**src/include/ooo_defines.svh**
```systemverilog
`ifndef OOO_DEFINES_SVH
`define OOO_DEFINES_SVH

// data path
`define XLEN       32

// architectural registers
`define ARCH_REGS  32
`define AREG_W     5

// physical registers, x0 maps to p0 for good
`define PHYS_REGS  64
`define PREG_W     6

// reorder buffer
`define ROB_DEPTH  16
`define ROB_W      4

`endif

```
**src/hw/ooo_pkg.sv**
```systemverilog
`default_nettype none

`include "ooo_defines.svh"

package ooo_pkg;

    typedef enum logic [6:0] {
        OPC_OP_IMM = 7'b0010011,
        OPC_OP     = 7'b0110011
    } opcode_e;

    typedef enum logic [2:0] {
        ALU_ADD,
        ALU_SUB,
        ALU_AND,
        ALU_OR,
        ALU_XOR,
        ALU_NOP
    } alu_op_e;

    typedef struct packed {
        logic               valid;
        alu_op_e            op;
        logic               use_imm;
        logic [`AREG_W-1:0] rs1;
        logic [`AREG_W-1:0] rs2;
        logic [`AREG_W-1:0] rd;
        logic [`XLEN-1:0]   imm;   // already sign-extended
    } arch_uop_t;

    typedef struct packed {
        logic               valid;
        alu_op_e            op;
        logic               use_imm;
        logic [`XLEN-1:0]   imm;
        logic [`PREG_W-1:0] prs1;
        logic [`PREG_W-1:0] prs2;
        logic [`PREG_W-1:0] prd;
        logic [`AREG_W-1:0] ard;
        logic [`PREG_W-1:0] old_prd;   // freed when this retires
        logic [`ROB_W-1:0]  tag;
    } phys_uop_t;

    typedef struct packed {
        logic               valid;
        logic [`PREG_W-1:0] prd;
        logic [`ROB_W-1:0]  tag;
        logic [`XLEN-1:0]   value;
    } wb_t;

    typedef struct packed {
        logic               valid;
        logic [`AREG_W-1:0] rd;
        logic [`PREG_W-1:0] old_prd;
        logic [`XLEN-1:0]   value;
    } retire_t;

endpackage

`default_nettype wire

```
**src/hw/alu.sv**
```systemverilog
`timescale 1ns/1ns
`default_nettype none

`include "ooo_defines.svh"

module alu (
    input  wire logic              clk,
    input  wire logic              rstn,
    input  ooo_pkg::phys_uop_t     disp,
    input  wire logic [`XLEN-1:0]  rs1_value,
    input  wire logic [`XLEN-1:0]  rs2_value,
    output ooo_pkg::wb_t           wb
);

    logic               s1_valid;
    ooo_pkg::alu_op_e   s1_op;
    logic [`XLEN-1:0]   s1_a;
    logic [`XLEN-1:0]   s1_b;
    logic [`PREG_W-1:0] s1_prd;
    logic [`ROB_W-1:0]  s1_tag;
    logic [`XLEN-1:0]   result;

    logic               wb_valid;
    logic [`PREG_W-1:0] wb_prd;
    logic [`ROB_W-1:0]  wb_tag;
    logic [`XLEN-1:0]   wb_value;

    always_comb begin
        case (s1_op)
            ooo_pkg::ALU_ADD: result = s1_a + s1_b;
            ooo_pkg::ALU_SUB: result = s1_a - s1_b;
            ooo_pkg::ALU_AND: result = s1_a & s1_b;
            ooo_pkg::ALU_OR:  result = s1_a | s1_b;
            ooo_pkg::ALU_XOR: result = s1_a ^ s1_b;
            default:          result = '0;   // nop
        endcase
    end

    always_ff @(posedge clk or negedge rstn) begin
        if (!rstn) begin
            s1_valid <= 1'b0;
            wb_valid <= 1'b0;
        end else begin
            s1_valid <= disp.valid;
            wb_valid <= s1_valid;
        end
    end

    always_ff @(posedge clk) begin
        s1_op  <= disp.op;
        s1_a   <= rs1_value;
        s1_b   <= disp.use_imm ? disp.imm : rs2_value;
        s1_prd <= disp.prd;
        s1_tag <= disp.tag;
        wb_prd   <= s1_prd;
        wb_tag   <= s1_tag;
        wb_value <= result;
    end

    assign wb.valid = wb_valid;
    assign wb.prd   = wb_prd;
    assign wb.tag   = wb_tag;
    assign wb.value = wb_value;

endmodule

`default_nettype wire

```
**config.mk**
```make
export PLATFORM = sky130hd
export DESIGN_NAME = alu
export DESIGN_NICKNAME = d
export VERILOG_FILES = /design/src/hw/ooo_pkg.sv /design/src/hw/alu.sv
export VERILOG_INCLUDE_DIRS = /design/src /design/src/include
export SDC_FILE = /design/constraint.sdc
export NUM_CORES = 1
export LEC_CHECK = 0
export BUFFER_PORTS_ARGS = -buffer_cell sky130_fd_sc_hd__buf_2
export CAP_MARGIN = 20
export CELL_PAD_IN_SITES_DETAIL_PLACEMENT = 1
export CELL_PAD_IN_SITES_GLOBAL_PLACEMENT = 1
export CORE_UTILIZATION = 43
export DETAILED_ROUTE_END_ITERATION = 10
export PLACE_DENSITY_LB_ADDON = 0.05
export REMOVE_ABC_BUFFERS = 1
export SYNTH_ARGS = -nofsm -noshare
export SYNTH_HDL_FRONTEND = slang
export SYNTH_SLANG_ARGS = --single-unit
```
**constraint.sdc**
```tcl
create_clock -name clk -period 8.41 [get_ports clk]
set_input_delay 0.4205 -clock clk [delete_from_list [all_inputs] [get_ports clk]]
set_output_delay 0.4205 -clock clk [all_outputs]
set_load 0.1 [all_outputs]
```
==> summary.md, run 1 <==
| Metric | Value |
|---|---|
| Largest net degree at the start of global routing | `46` |
| Layout area overhead | `21.6%` |
| CTS Buffer Depth | `2` |
| Worst path cell trace | `nor2_1 -> buf_4 -> nand2_1 -> o21ai_0 -> xnor2_1 -> ha_1 -> a21o_1 -> a21o_1 -> a21o_1 -> o21ai_0 -> nand3_1 -> a31oi_1 -> xnor2_1 -> o21ai_1` |
| Clk Latency, worst-skew pair | `approximately 430 ps` |
| Min Tclk post-route | `4310 ps` |
| CP max-delay cell | `nand2_1` |
| Post-Synthesis Cells | `796` |
| Max Cap Viol | `0` |
| Synth area leaders | `dfxtp_1 33%, ha_1 17%, mux2_2 5.0%` |
| First-pass GRT wire length | `34800 µm` |
| Core Util, Final | `0.541` |
| Setup Total Neg Slack | `0 ps` |
| H-tree depth | `4` |
| Top cells by count, synth | `119 x dfxtp_1, 96 x ha_1, 71 x inv_1, 70 x a21oi_1, 59 x nor2_1` |
| GPL Wtd Cong | `0.860` |
| Post-DRT Antenna Nets | `0` |
| Worst Setup Path Type | `flip-flop to flip-flop` |
| Num Clock Sinks | `121` |
| Synth warn | `0` |
| Most common cell in the netlist | `dfxtp_1` |
| Post-CTS Setup Repair Bufs | `0` |
| Final WL | `22100 µm` |
| EDFF count, synth | `0` |
| Placement Rows | `46` |
| Core box area | `16100 µm²` |
| Root Driver | `clkbuf_16` |
| Initial antenna violation count | `0` |
| Pwr per Cell Area | `239 nW/µm²` |
| Chip height | `131 µm` |
| Max Clk Rate | `232 MHz` |
| Wire per inst | `18.9 µm` |
| #FFs+latches synth | `121` |
| CTS Buf Count | `17` |
| Initial core utilization | `0.445` |
| TritonCTS clock tree | `yes` |
| Status | `completed` |
| RSZ-0062 raised after global routing | `no` |
| Register area share after synthesis | `0.341` |
| Clock Pin Slew Worst Setup and Hold Paths | `70 ps` |
| DR iter-0 viols | `approximately 260` |
| Leak pwr | `a little over 4 nW` |
| FFs w/ async S/R, synth | `0.0165` |
| Non-filler instance count after layout | `1170` |
| Period utilization | `0.512` |
| Worst EP required | `8720 ps` |
| Post-DP HPWL | `around 16000 µm` |
| Critical path's most frequent cell | `a21o_1` |
| GRT overflow | `0` |
| GRT Total Usage | `0.270` |
| Yosys top cell area share | `0.334` |
| DR vias | `6326` |
| Share of layout cells above drive strength 1 | `0.256` |
| Die Area | `17100 µm²` |
| Vias in the first global route | `roughly 6700` |
| Mapped Area | `7140 µm²` |
| Critical path peak fanout | `16` |
| Fill count | `1923` |
| Inst Count DP | `1137` |
| # diodes | `0` |
| Vias/cell | `5.41` |
| DRC Markers | `0` |
| Avg Cell Area, Syn | `~9.0 µm²` |
| Max_slew headroom | `0.387` |
| Die Width | `131 µm` |
| Netlist cell types | `66` |
| Worst Tran Pin Value | `approximately 920 ps` |
| Peak VDD IR | `0.178 mV` |
| Drt first pass iters | `4` |
| Critical path capture point type | `flip-flop` |
| Nets | `1174` |
| Worst Path Arrival | `4620 ps` |
| # setup viols final | `0` |
| I/O pin cnt | `about 180` |
| Critical path launch point type | `flip-flop` |
| Final Max Tran Viols | `0` |
| Input/output buffers | `155` |
| Fin. Hold Viols | `0` |
| Min-Delay Path Class | `primary input to flip-flop` |
| Setup Skew | `10.2 ps` |
| Max incr delay on CP | `640 ps` |
| Prevailing post-synth register cell | `dfxtp_1` |
| Leading area contributor after synthesis | `dfxtp_1` |
-- state kept, by name, summed over array words and instances (netlist names) --
register,cells
wb_valid,1
s1_tag,4
s1_valid,1
s1_prd,6
s1_a,32
wb_value,32
s1_op,3
wb_prd,6
s1_b,32
wb_tag,4
-- per-stage QoR --
step / hold slack (ps) / area, µm² / worst slack, ps / total power, mW
floorplan: 125 / 6980 / 4060 / 1.17
global placement: 205 / 8080 / 4240 / 1.31
detailed placement: 206 / 8080 / 4190 / 1.33
CTS: 71.7 / 8690 / 4180 / 2.09
global route: 71.8 / 8690 / 3890 / 2.17
finish: 83.6 / 8690 / 4100 / 2.07
-- area by class of cell --
class	count	area [µm²]	share of cell area
Multi-Input combinational cell	568	4290	0.493
Sequential cell	121	2430	0.280
Timing Repair Buffer	162	831	0.0956
Clock buffer	17	425	0.0490
Tap cell	216	270	0.0311
Inverter	71	267	0.0307
Clock inverter	15	175	0.0202
-- per-layer routing --
layer	global-route usage	wire, µm	vias to the layer above
met4	0.0865	422	0
met2	0.483	11000	150
met1	0.325	9760	3089
li1	-	-	3058
met5	0	0	-
met3	0.0521	843	29
-- critical path: cells and delay by family, from the launching register on --
family	cells	cell delay [ps]
buffers and inverters	1	190
AOI/OAI and AO/OA	7	1640
and+or+nand+nor	3	1010
DFF	1	590
adders and majority gates	1	390
xor gates and xnor gates	2	350
-- cells by family after synthesis --
family | after synthesis | synth area share
AO/OA/AOI/OAI | 212 | 0.192
XOR/XNOR | 56 | 0.0687
adder cells (fa/ha/maj) | 97 | 0.171
buffers and inverters | 107 | 0.0592
flip-flops | 121 | 0.341
multiplexers | 33 | 0.0519
AND/OR/NAND/NOR | 170 | 0.117
-- worst paths after layout --
| kind | start | end | slack [ps] | cells after the start |
|---|---|---|---|---|
| max | s1_op[1] | wb_value[31] | 4100 | 14 |
| min | rs1_value[27] | s1_a[27] | 80 | 1 |
| max reg2reg | s1_op[1] | wb_value[31] | 4100 | 14 |
| min reg2reg | s1_prd[2] | wb_prd[2] | 330 | 0 |
| max in group asynchronous | rstn | s1_valid | 8010 | 2 |
| min in group asynchronous | rstn | wb_valid | 310 | 2 |
-- cell usage in the layout, fill, tap and decap left out, types with 14 or more instances in the layout --
| cell | count |
|---|---|
| a211oi_1 | 17 |
| a21oi_1 | 70 |
| buf_2 | 155 |
| clkbuf_16 | 17 |
| dfxtp_1 | 119 |
| ha_1 | 96 |
| inv_1 | 71 |
| mux2_2 | 32 |
| nand2_1 | 51 |
| nor2_1 | 59 |
| o21ai_0 | 36 |
| o21ai_1 | 14 |
| xnor2_1 | 40 |
| xor2_1 | 16 |
-- repair_timing --
item / CTS / global route
hold buffers: 1 / 0
resized for setup: 0 / 0
hold endpoints to repair: 2 / 0
-- report_power, final --
part | switching, mW | total (mW) | internal [mW] | leakage, nW
Sequential | 0.0360 | 0.662 | 0.626 | 1.03
Clock | 0.323 | 0.749 | 0.426 | 0.291
Combinational | 0.463 | 0.663 | 0.200 | 2.80
Note: power is estimated with default switching activity, not from simulation.
==> inputs of run 2 (changes only) <==
--- a/config.mk
+++ b/config.mk
@@ -10,7 +10,7 @@
 export CAP_MARGIN = 20
 export CELL_PAD_IN_SITES_DETAIL_PLACEMENT = 1
 export CELL_PAD_IN_SITES_GLOBAL_PLACEMENT = 1
-export CORE_UTILIZATION = 43
+export CORE_UTILIZATION = 40
 export DETAILED_ROUTE_END_ITERATION = 10
 export PLACE_DENSITY_LB_ADDON = 0.05
 export REMOVE_ABC_BUFFERS = 1
==> constraint.sdc (replaced) <==
create_clock -name clk -period 4.45 [get_ports clk]
set_input_delay 0.2225 -clock clk [delete_from_list [all_inputs] [get_ports clk]]
set_output_delay 0.2225 -clock clk [all_outputs]
set_load 0.1 [all_outputs]
==> summary.md, run 2 (synthesized netlist as in run 1, its figures left out) <==
| Metric | Value |
|---|---|
| Leak pwr | `4.43 nW (was 4.12 nW)` |
| Root Driver | `clkbuf_16 (unchanged)` |
| Post-CTS Resized | `0 (unchanged)` |
| Placement Rows | `48 (was 46)` |
| RSZ-0062 raised after global routing | `no (unchanged)` |
| DR vias | `6574 (was 6326)` |
| CTS Buf Count | `17 (unchanged)` |
| Reg2reg end | `wb_value[31] (unchanged)` |
| Wire per inst | `18.4 µm (was 18.9 µm)` |
| TritonCTS clock tree | `yes (unchanged)` |
| Setup Total Neg Slack | `0 ps (unchanged)` |
| CP max-delay cell | `nor4_4 (was nand2_1)` |
| Status | `completed (unchanged)` |
| Min Tclk post-route | `4010 ps (was 4310 ps)` |
| Worst path bufs/invs | `1 (unchanged)` |
| Worst Path Arrival | `4310 ps (was 4620 ps)` |
| Post-DP HPWL | `16200 µm (was 16000 µm)` |
| # diodes | `0 (unchanged)` |
| Max incr delay on CP | `440 ps (was 640 ps)` |
| DRC Markers | `0 (unchanged)` |
| Hold Path Stages | `2 (was 1)` |
| Most frequent cells in the layout | `155 x buf_2, 119 x dfxtp_1, 96 x ha_1, 71 x inv_1, 70 x a21oi_1 (unchanged)` |
| R2r startpoint | `s1_b[0] (was s1_op[1])` |
| Initial core utilization | `0.411 (was 0.445)` |
| I/O pin cnt | `179 (unchanged)` |
| Initial antenna violation count | `0 (unchanged)` |
| CTS Buffer Depth | `2 (unchanged)` |
| Critical path's top delay family | `compound AO/OA/AOI/OAI gates (unchanged)` |
| Critical path peak fanout | `8 (was 16)` |
| Die Area | `18400 µm² (was 17100 µm²)` |
| GRT Total Usage | `0.259 (was 0.270)` |
| # setup viols final | `0 (unchanged)` |
| Vias/cell | `5.27 (was 5.41)` |
| Chip height | `136 µm (was 131 µm)` |
| Min-Delay Path Class | `primary input to flip-flop (unchanged)` |
| GRT overflow | `0 (unchanged)` |
| Nets | `1243 (was 1174)` |
| Drt first pass iters | `4 (unchanged)` |
| Commonest non-fill, non-tap cell in the layout | `buf_2 (unchanged)` |
| Hold Path Sink | `s1_b[28] (was s1_a[27])` |
| Critical path capture point type | `flip-flop (unchanged)` |
| Period utilization | `0.902 (was 0.512)` |
| Pwr per Cell Area | `429 nW/µm² (was 239 nW/µm²)` |
| Cell count of the worst reg-to-reg path | `16 (was 14)` |
| Num Clock Sinks | `121 (unchanged)` |
| Setup Skew | `13.6 ps (was 10.2 ps)` |
| Critical path launch point type | `flip-flop (unchanged)` |
| Clock Pin Slew Worst Setup and Hold Paths | `70 ps (about the same)` |
| Die Width | `136 µm (was 131 µm)` |
| Final Max Tran Viols | `0 (unchanged)` |
| GPL Wtd Cong | `0.832 (was 0.860)` |
| Layout area overhead | `31.6% (was 21.6%)` |
| Worst path cell trace | `inv_1 -> ha_1 -> and2_2 -> nand3_2 -> nor4_4 -> nand4_1 -> o31ai_2 -> xnor2_1 -> ha_1 -> a21o_1 -> o21bai_1 -> o21ai_0 -> a21oi_1 -> a31oi_1 -> xnor2_1 -> o21ai_1 (was nor2_1 -> buf_4 -> nand2_1 -> o21ai_0 -> xnor2_1 -> ha_1 -> a21o_1 -> a21o_1 -> a21o_1 -> o21ai_0 -> nand3_1 -> a31oi_1 -> xnor2_1 -> o21ai_1)` |
| Share of layout cells above drive strength 1 | `0.246 (was 0.256)` |
| Input/output buffers | `155 (unchanged)` |
| Fin. Hold Viols | `0 (unchanged)` |
| Largest net degree at the start of global routing | `33 (was 46)` |
| Max Clk Rate | `249 MHz (was 232 MHz)` |
| Max Cap Viol | `0 (unchanged)` |
| DR iter-0 viols | `199 (was 258)` |
| First-pass GRT wire length | `36500 µm (was 34800 µm)` |
| Clk Latency, worst-skew pair | `430 ps (about the same)` |
| Top Registers | `s1_a x32, s1_b x32, wb_value x32 (unchanged)` |
| Post-DRT Antenna Nets | `0 (unchanged)` |
| R2R setup slack | `440 ps (was 4100 ps)` |
| Peak VDD IR | `0.296 mV (was 0.178 mV)` |
| Max_slew headroom | `0.396 (was 0.387)` |
| Final Cell Area | `9400 µm² (was 8690 µm²)` |
| Worst Setup Path Type | `flip-flop to flip-flop (unchanged)` |
| Core box area | `17400 µm² (was 16100 µm²)` |
| Post-detailed-placement cell area | `8140 µm² (was 8080 µm²)` |
| Hold path start | `rs2_value[28] (was rs1_value[27])` |
| Worst EP required | `4750 ps (was 8720 ps)` |
| H-tree depth | `4 (unchanged)` |
| Vias in the first global route | `7230 (was 6732)` |
| Worst Tran Pin Value | `906 ps (was 919 ps)` |
| Final WL | `23000 µm (was 22100 µm)` |
-- run 2: what timing repair did --
item	in CTS	in global routing
hold buffers	63	0
buffers inserted	0	0
endpoints found under the hold margin	58	0
endpoints found under the setup margin	0	0
-- run 2: layout make-up --
class,instances,area [µm²]
timing repair buffer,231,1500
clock inverter,15,203
fill,2028,7960
inverter,71,267
clock buffer,17,425
tap,225,282
sequential,121,2430
multi-input combinational,568,4290
-- run 2: per-layer routing --
metal,vias to the layer above,routed length [µm],GRT usage
met5,-,0,0
met4,0,382,0.0868
met3,29,998,0.0546
met2,148,11400,0.456
met1,3201,10200,0.311
li1,3196,-,-
-- run 2: power breakdown --
part	switching, mW	internal [mW]	total (mW)
Combinational	0.885	0.419	1.30
Sequential	0.0656	1.18	1.25
Clock	0.620	0.862	1.48
-- run 2: how the worst max path moves through the flow --
| stage | cells after the start | slack (ps) | startpoint | to |
|---|---|---|---|---|
| final | 16 | 440 | s1_b[0] | wb_value[31] |
| after global routing | 16 | 200 | s1_b[1] | wb_value[31] |
| after CTS | 15 | 440 | s1_b[4] | wb_value[31] |
| after detailed placement | 15 | 500 | s1_b[4] | wb_value[31] |
| after global placement | 15 | 640 | s1_b[4] | wb_value[31] |
| after floorplan | 13 | 100 | s1_op[0] | wb_value[30] |
-- run 2: stage by stage --
step                std cells  hold slack [ps]  utilization  total power [mW]  setup slack [ps]
floorplan                 760            -73.1            -              2.21              98.1
global placement         1153             6.32        0.469              2.49               644
detailed placement       1153             8.70        0.469              2.52               497
CTS                      1248           0.0892        0.542              4.08               445
global route             1248             5.36        0.542              4.22               205
finish                   1248             16.4        0.542              4.04               437
==> inputs of run 3 (changes only) <==
--- a/config.mk
+++ b/config.mk
@@ -10,10 +10,10 @@
 export CAP_MARGIN = 20
 export CELL_PAD_IN_SITES_DETAIL_PLACEMENT = 1
 export CELL_PAD_IN_SITES_GLOBAL_PLACEMENT = 1
+export CORE_ASPECT_RATIO = 0.6
 export CORE_UTILIZATION = 40
 export DETAILED_ROUTE_END_ITERATION = 10
 export PLACE_DENSITY_LB_ADDON = 0.05
-export REMOVE_ABC_BUFFERS = 1
 export SYNTH_ARGS = -nofsm -noshare
 export SYNTH_HDL_FRONTEND = slang
 export SYNTH_SLANG_ARGS = --single-unit
==> summary.md, run 3 (synthesized netlist as in run 1, its figures left out) <==
| Metric | Value |
|---|---|
| Status | `completed (unchanged)` |
| Initial core utilization | `0.412 (was 0.411)` |
| Num Clock Sinks | `121 (unchanged)` |
| Core box area | `17300 µm² (was 17400 µm²)` |
| Sw Pwr | `1.55 mW (was 1.57 mW)` |
| DR vias | `6628 (was 6574)` |
| Root Driver | `clkbuf_16 (unchanged)` |
| Share of layout cells above drive strength 1 | `0.247 (was 0.246)` |
| Critical path launch point type | `flip-flop (unchanged)` |
| Peak VDD IR | `0.330 mV (was 0.296 mV)` |
| Max_slew headroom | `0.368 (was 0.396)` |
| Final WL | `24800 µm (was 23000 µm)` |
| Nets | `1242 (was 1243)` |
| Top Registers | `s1_a x32, s1_b x32, wb_value x32 (unchanged)` |
| Clk pwr share | `0.339 (was 0.367)` |
| Max Clk Rate | `243 MHz (was 249 MHz)` |
| Final Max Tran Viols | `0 (unchanged)` |
| Clock Pin Slew Worst Setup and Hold Paths | `60 ps (was 70 ps)` |
| DR iter-0 viols | `425 (was 199)` |
| Commonest non-fill, non-tap cell in the layout | `buf_2 (unchanged)` |
| GRT overflow | `0 (unchanged)` |
| Worst path cell trace | `inv_1 -> ha_1 -> and2_2 -> nand3_2 -> nor4_4 -> nand4_1 -> o31ai_2 -> xnor2_1 -> ha_1 -> a21o_1 -> o21bai_1 -> o21ai_0 -> a21oi_1 -> a31oi_1 -> xnor2_1 -> o21ai_1 (unchanged)` |
| # setup viols final | `0 (unchanged)` |
| Post-Place Setup Slack | `449 ps (was 497 ps)` |
| Power share of the combinational group | `0.342 (was 0.323)` |
| Setup Skew | `7.80 ps (was 13.6 ps)` |
| Vias/cell | `5.28 (was 5.27)` |
| GPL Wtd Cong | `0.887 (was 0.832)` |
| Pwr per Cell Area | `421 nW/µm² (was 429 nW/µm²)` |
| Worst Path Arrival | `4420 ps (was 4310 ps)` |
| Most frequent cells in the layout | `155 x buf_2, 119 x dfxtp_1, 96 x ha_1, 71 x inv_1, 70 x a21oi_1 (unchanged)` |
| Min-Delay Path Class | `primary input to flip-flop (unchanged)` |
| TritonCTS clock tree | `yes (unchanged)` |
| Post-route setup slack | `343 ps (was 437 ps)` |
| # diodes | `0 (unchanged)` |
| Clk Latency, worst-skew pair | `430 ps (about the same)` |
| Largest net degree at the start of global routing | `33 (unchanged)` |
| Worst Tran Pin Value | `948 ps (was 906 ps)` |
| RSZ-0062 raised after global routing | `no (unchanged)` |
| Chip height | `105 µm (was 136 µm)` |
| Critical path's top delay family | `compound AO/OA/AOI/OAI gates (unchanged)` |
| CP max-delay cell | `nor4_4 (unchanged)` |
| Worst path bufs/invs | `1 (unchanged)` |
| I/O pin cnt | `179 (unchanged)` |
| Post-DRT Antenna Nets | `0 (unchanged)` |
| Die Width | `174 µm (was 136 µm)` |
| Period utilization | `0.923 (was 0.902)` |
| Drt first pass iters | `5 (was 4)` |
| Leak pwr | `4.39 nW (was 4.43 nW)` |
| Critical path peak fanout | `8 (unchanged)` |
| Placement Rows | `37 (was 48)` |
| Worst Setup Path Type | `flip-flop to flip-flop (unchanged)` |
| H-tree depth | `4 (unchanged)` |
| Die Area | `18400 µm² (about the same)` |
| Wire per inst | `19.8 µm (was 18.4 µm)` |
| Worst EP required | `4760 ps (was 4750 ps)` |
| Flop pwr share | `0.319 (was 0.309)` |
| Post-Syn Nets | `1029` |
| Max incr delay on CP | `400 ps (was 440 ps)` |
| DRC Markers | `0 (unchanged)` |
| Post-DP HPWL | `18100 µm (was 16200 µm)` |
| Post-CTS Setup Repair Bufs | `0 (unchanged)` |
| Hold buffer count at cts | `62 (was 63)` |
| First-pass GRT wire length | `38700 µm (was 36500 µm)` |
| Fin. Hold Viols | `0 (unchanged)` |
| Post-CTS Resized | `0 (unchanged)` |
| Initial antenna violation count | `0 (unchanged)` |
| Input/output buffers | `155 (unchanged)` |
| Sw frac | `0.394 (was 0.389)` |
| CTS Buffer Depth | `2 (unchanged)` |
| Max Cap Viol | `0 (unchanged)` |
| CTS Buf Count | `17 (unchanged)` |
| GRT Total Usage | `0.279 (was 0.259)` |
| Min Tclk post-route | `4110 ps (was 4010 ps)` |
| Setup Total Neg Slack | `0 ps (unchanged)` |
| Cell-internal power | `2.38 mW (was 2.46 mW)` |
| Layout area overhead | `30.8% (was 31.6%)` |
| Vias in the first global route | `7025 (was 7230)` |
| Critical path capture point type | `flip-flop (unchanged)` |
==> run 3: cell types whose count changed in the layout (fill, tap and decap cells not counted), sizes merged <==
cell,previous run,this run
bufinv,2,1
dlygate4sd3,63,62
inv,80,77
clkinvlp,1,4
clkinv,3,4
==> run 3: final timing paths <==
check / from / end / slack (ps) / cells after the start
worst max-delay path: s1_b[1] / wb_value[31] / 340 / 16
worst min-delay path: rs2_value[17] / s1_b[17] / 20 / 2
worst max register to register: s1_b[1] / wb_value[31] / 340 / 16
worst min register to register: s1_tag[1] / wb_tag[1] / 330 / 0
max in group asynchronous: rstn / s1_valid / 4250 / 2
min in group asynchronous: rstn / wb_valid / 100 / 2
==> run 3: area by class of cell <==
cell class / instances / area [µm²]
Timing Repair Buffer: 230 / 1490
Inverter: 71 / 267
Multi-Input combinational cell: 568 / 4290
Tap cell: 234 / 293
Fill cell: 2068 / 7970
Sequential cell: 121 / 2430
Clock inverter: 15 / 143
Clock buffer: 17 / 425
==> run 3: per-stage QoR <==
step	util	hold slack (ps)	cell area [µm²]	cells	total power, mW
after floorplan	-	-73.1	7140	796	2.23
after global placement	0.471	7.05	8150	1162	2.51
after detailed placement	0.471	12.6	8150	1162	2.55
after CTS	0.540	0.200	9340	1256	3.95
after global routing	0.540	6.56	9340	1256	4.10
final	0.540	17.3	9340	1256	3.93
==> run 3: power by group through the flow <==
stage | clock network, mW | registers, mW | logic [mW]
6_report | 1.33 | 1.25 | 1.34
5_1_grt | 1.40 | 1.26 | 1.44
4_1_cts | 1.36 | 1.25 | 1.33
3_5_place_dp | 0 | 1.27 | 1.28
3_3_place_gp | 0 | 1.27 | 1.24
2_1_floorplan | 0 | 1.64 | 0.584
==> run 3: metal layers <==
metal | track usage | up-vias | share of wire
li1 | - | 3189 | -
met1 | 0.391 | 3202 | 0.50
met2 | 0.423 | 219 | 0.42
met3 | 0.0758 | 18 | 0.069
met4 | 0.0652 | 0 | 0.0080
met5 | 0 | - | 0
==> run 3: worst register-to-register path, delay by kind of cell (launching register included) <==
family / cells / cell delay [ps]
compound gates: 7 / 1420
xor+xnor: 2 / 320
fa+ha+maj: 2 / 610
buf+inv: 1 / 110
flops: 1 / 330
simple gates: 4 / 1180
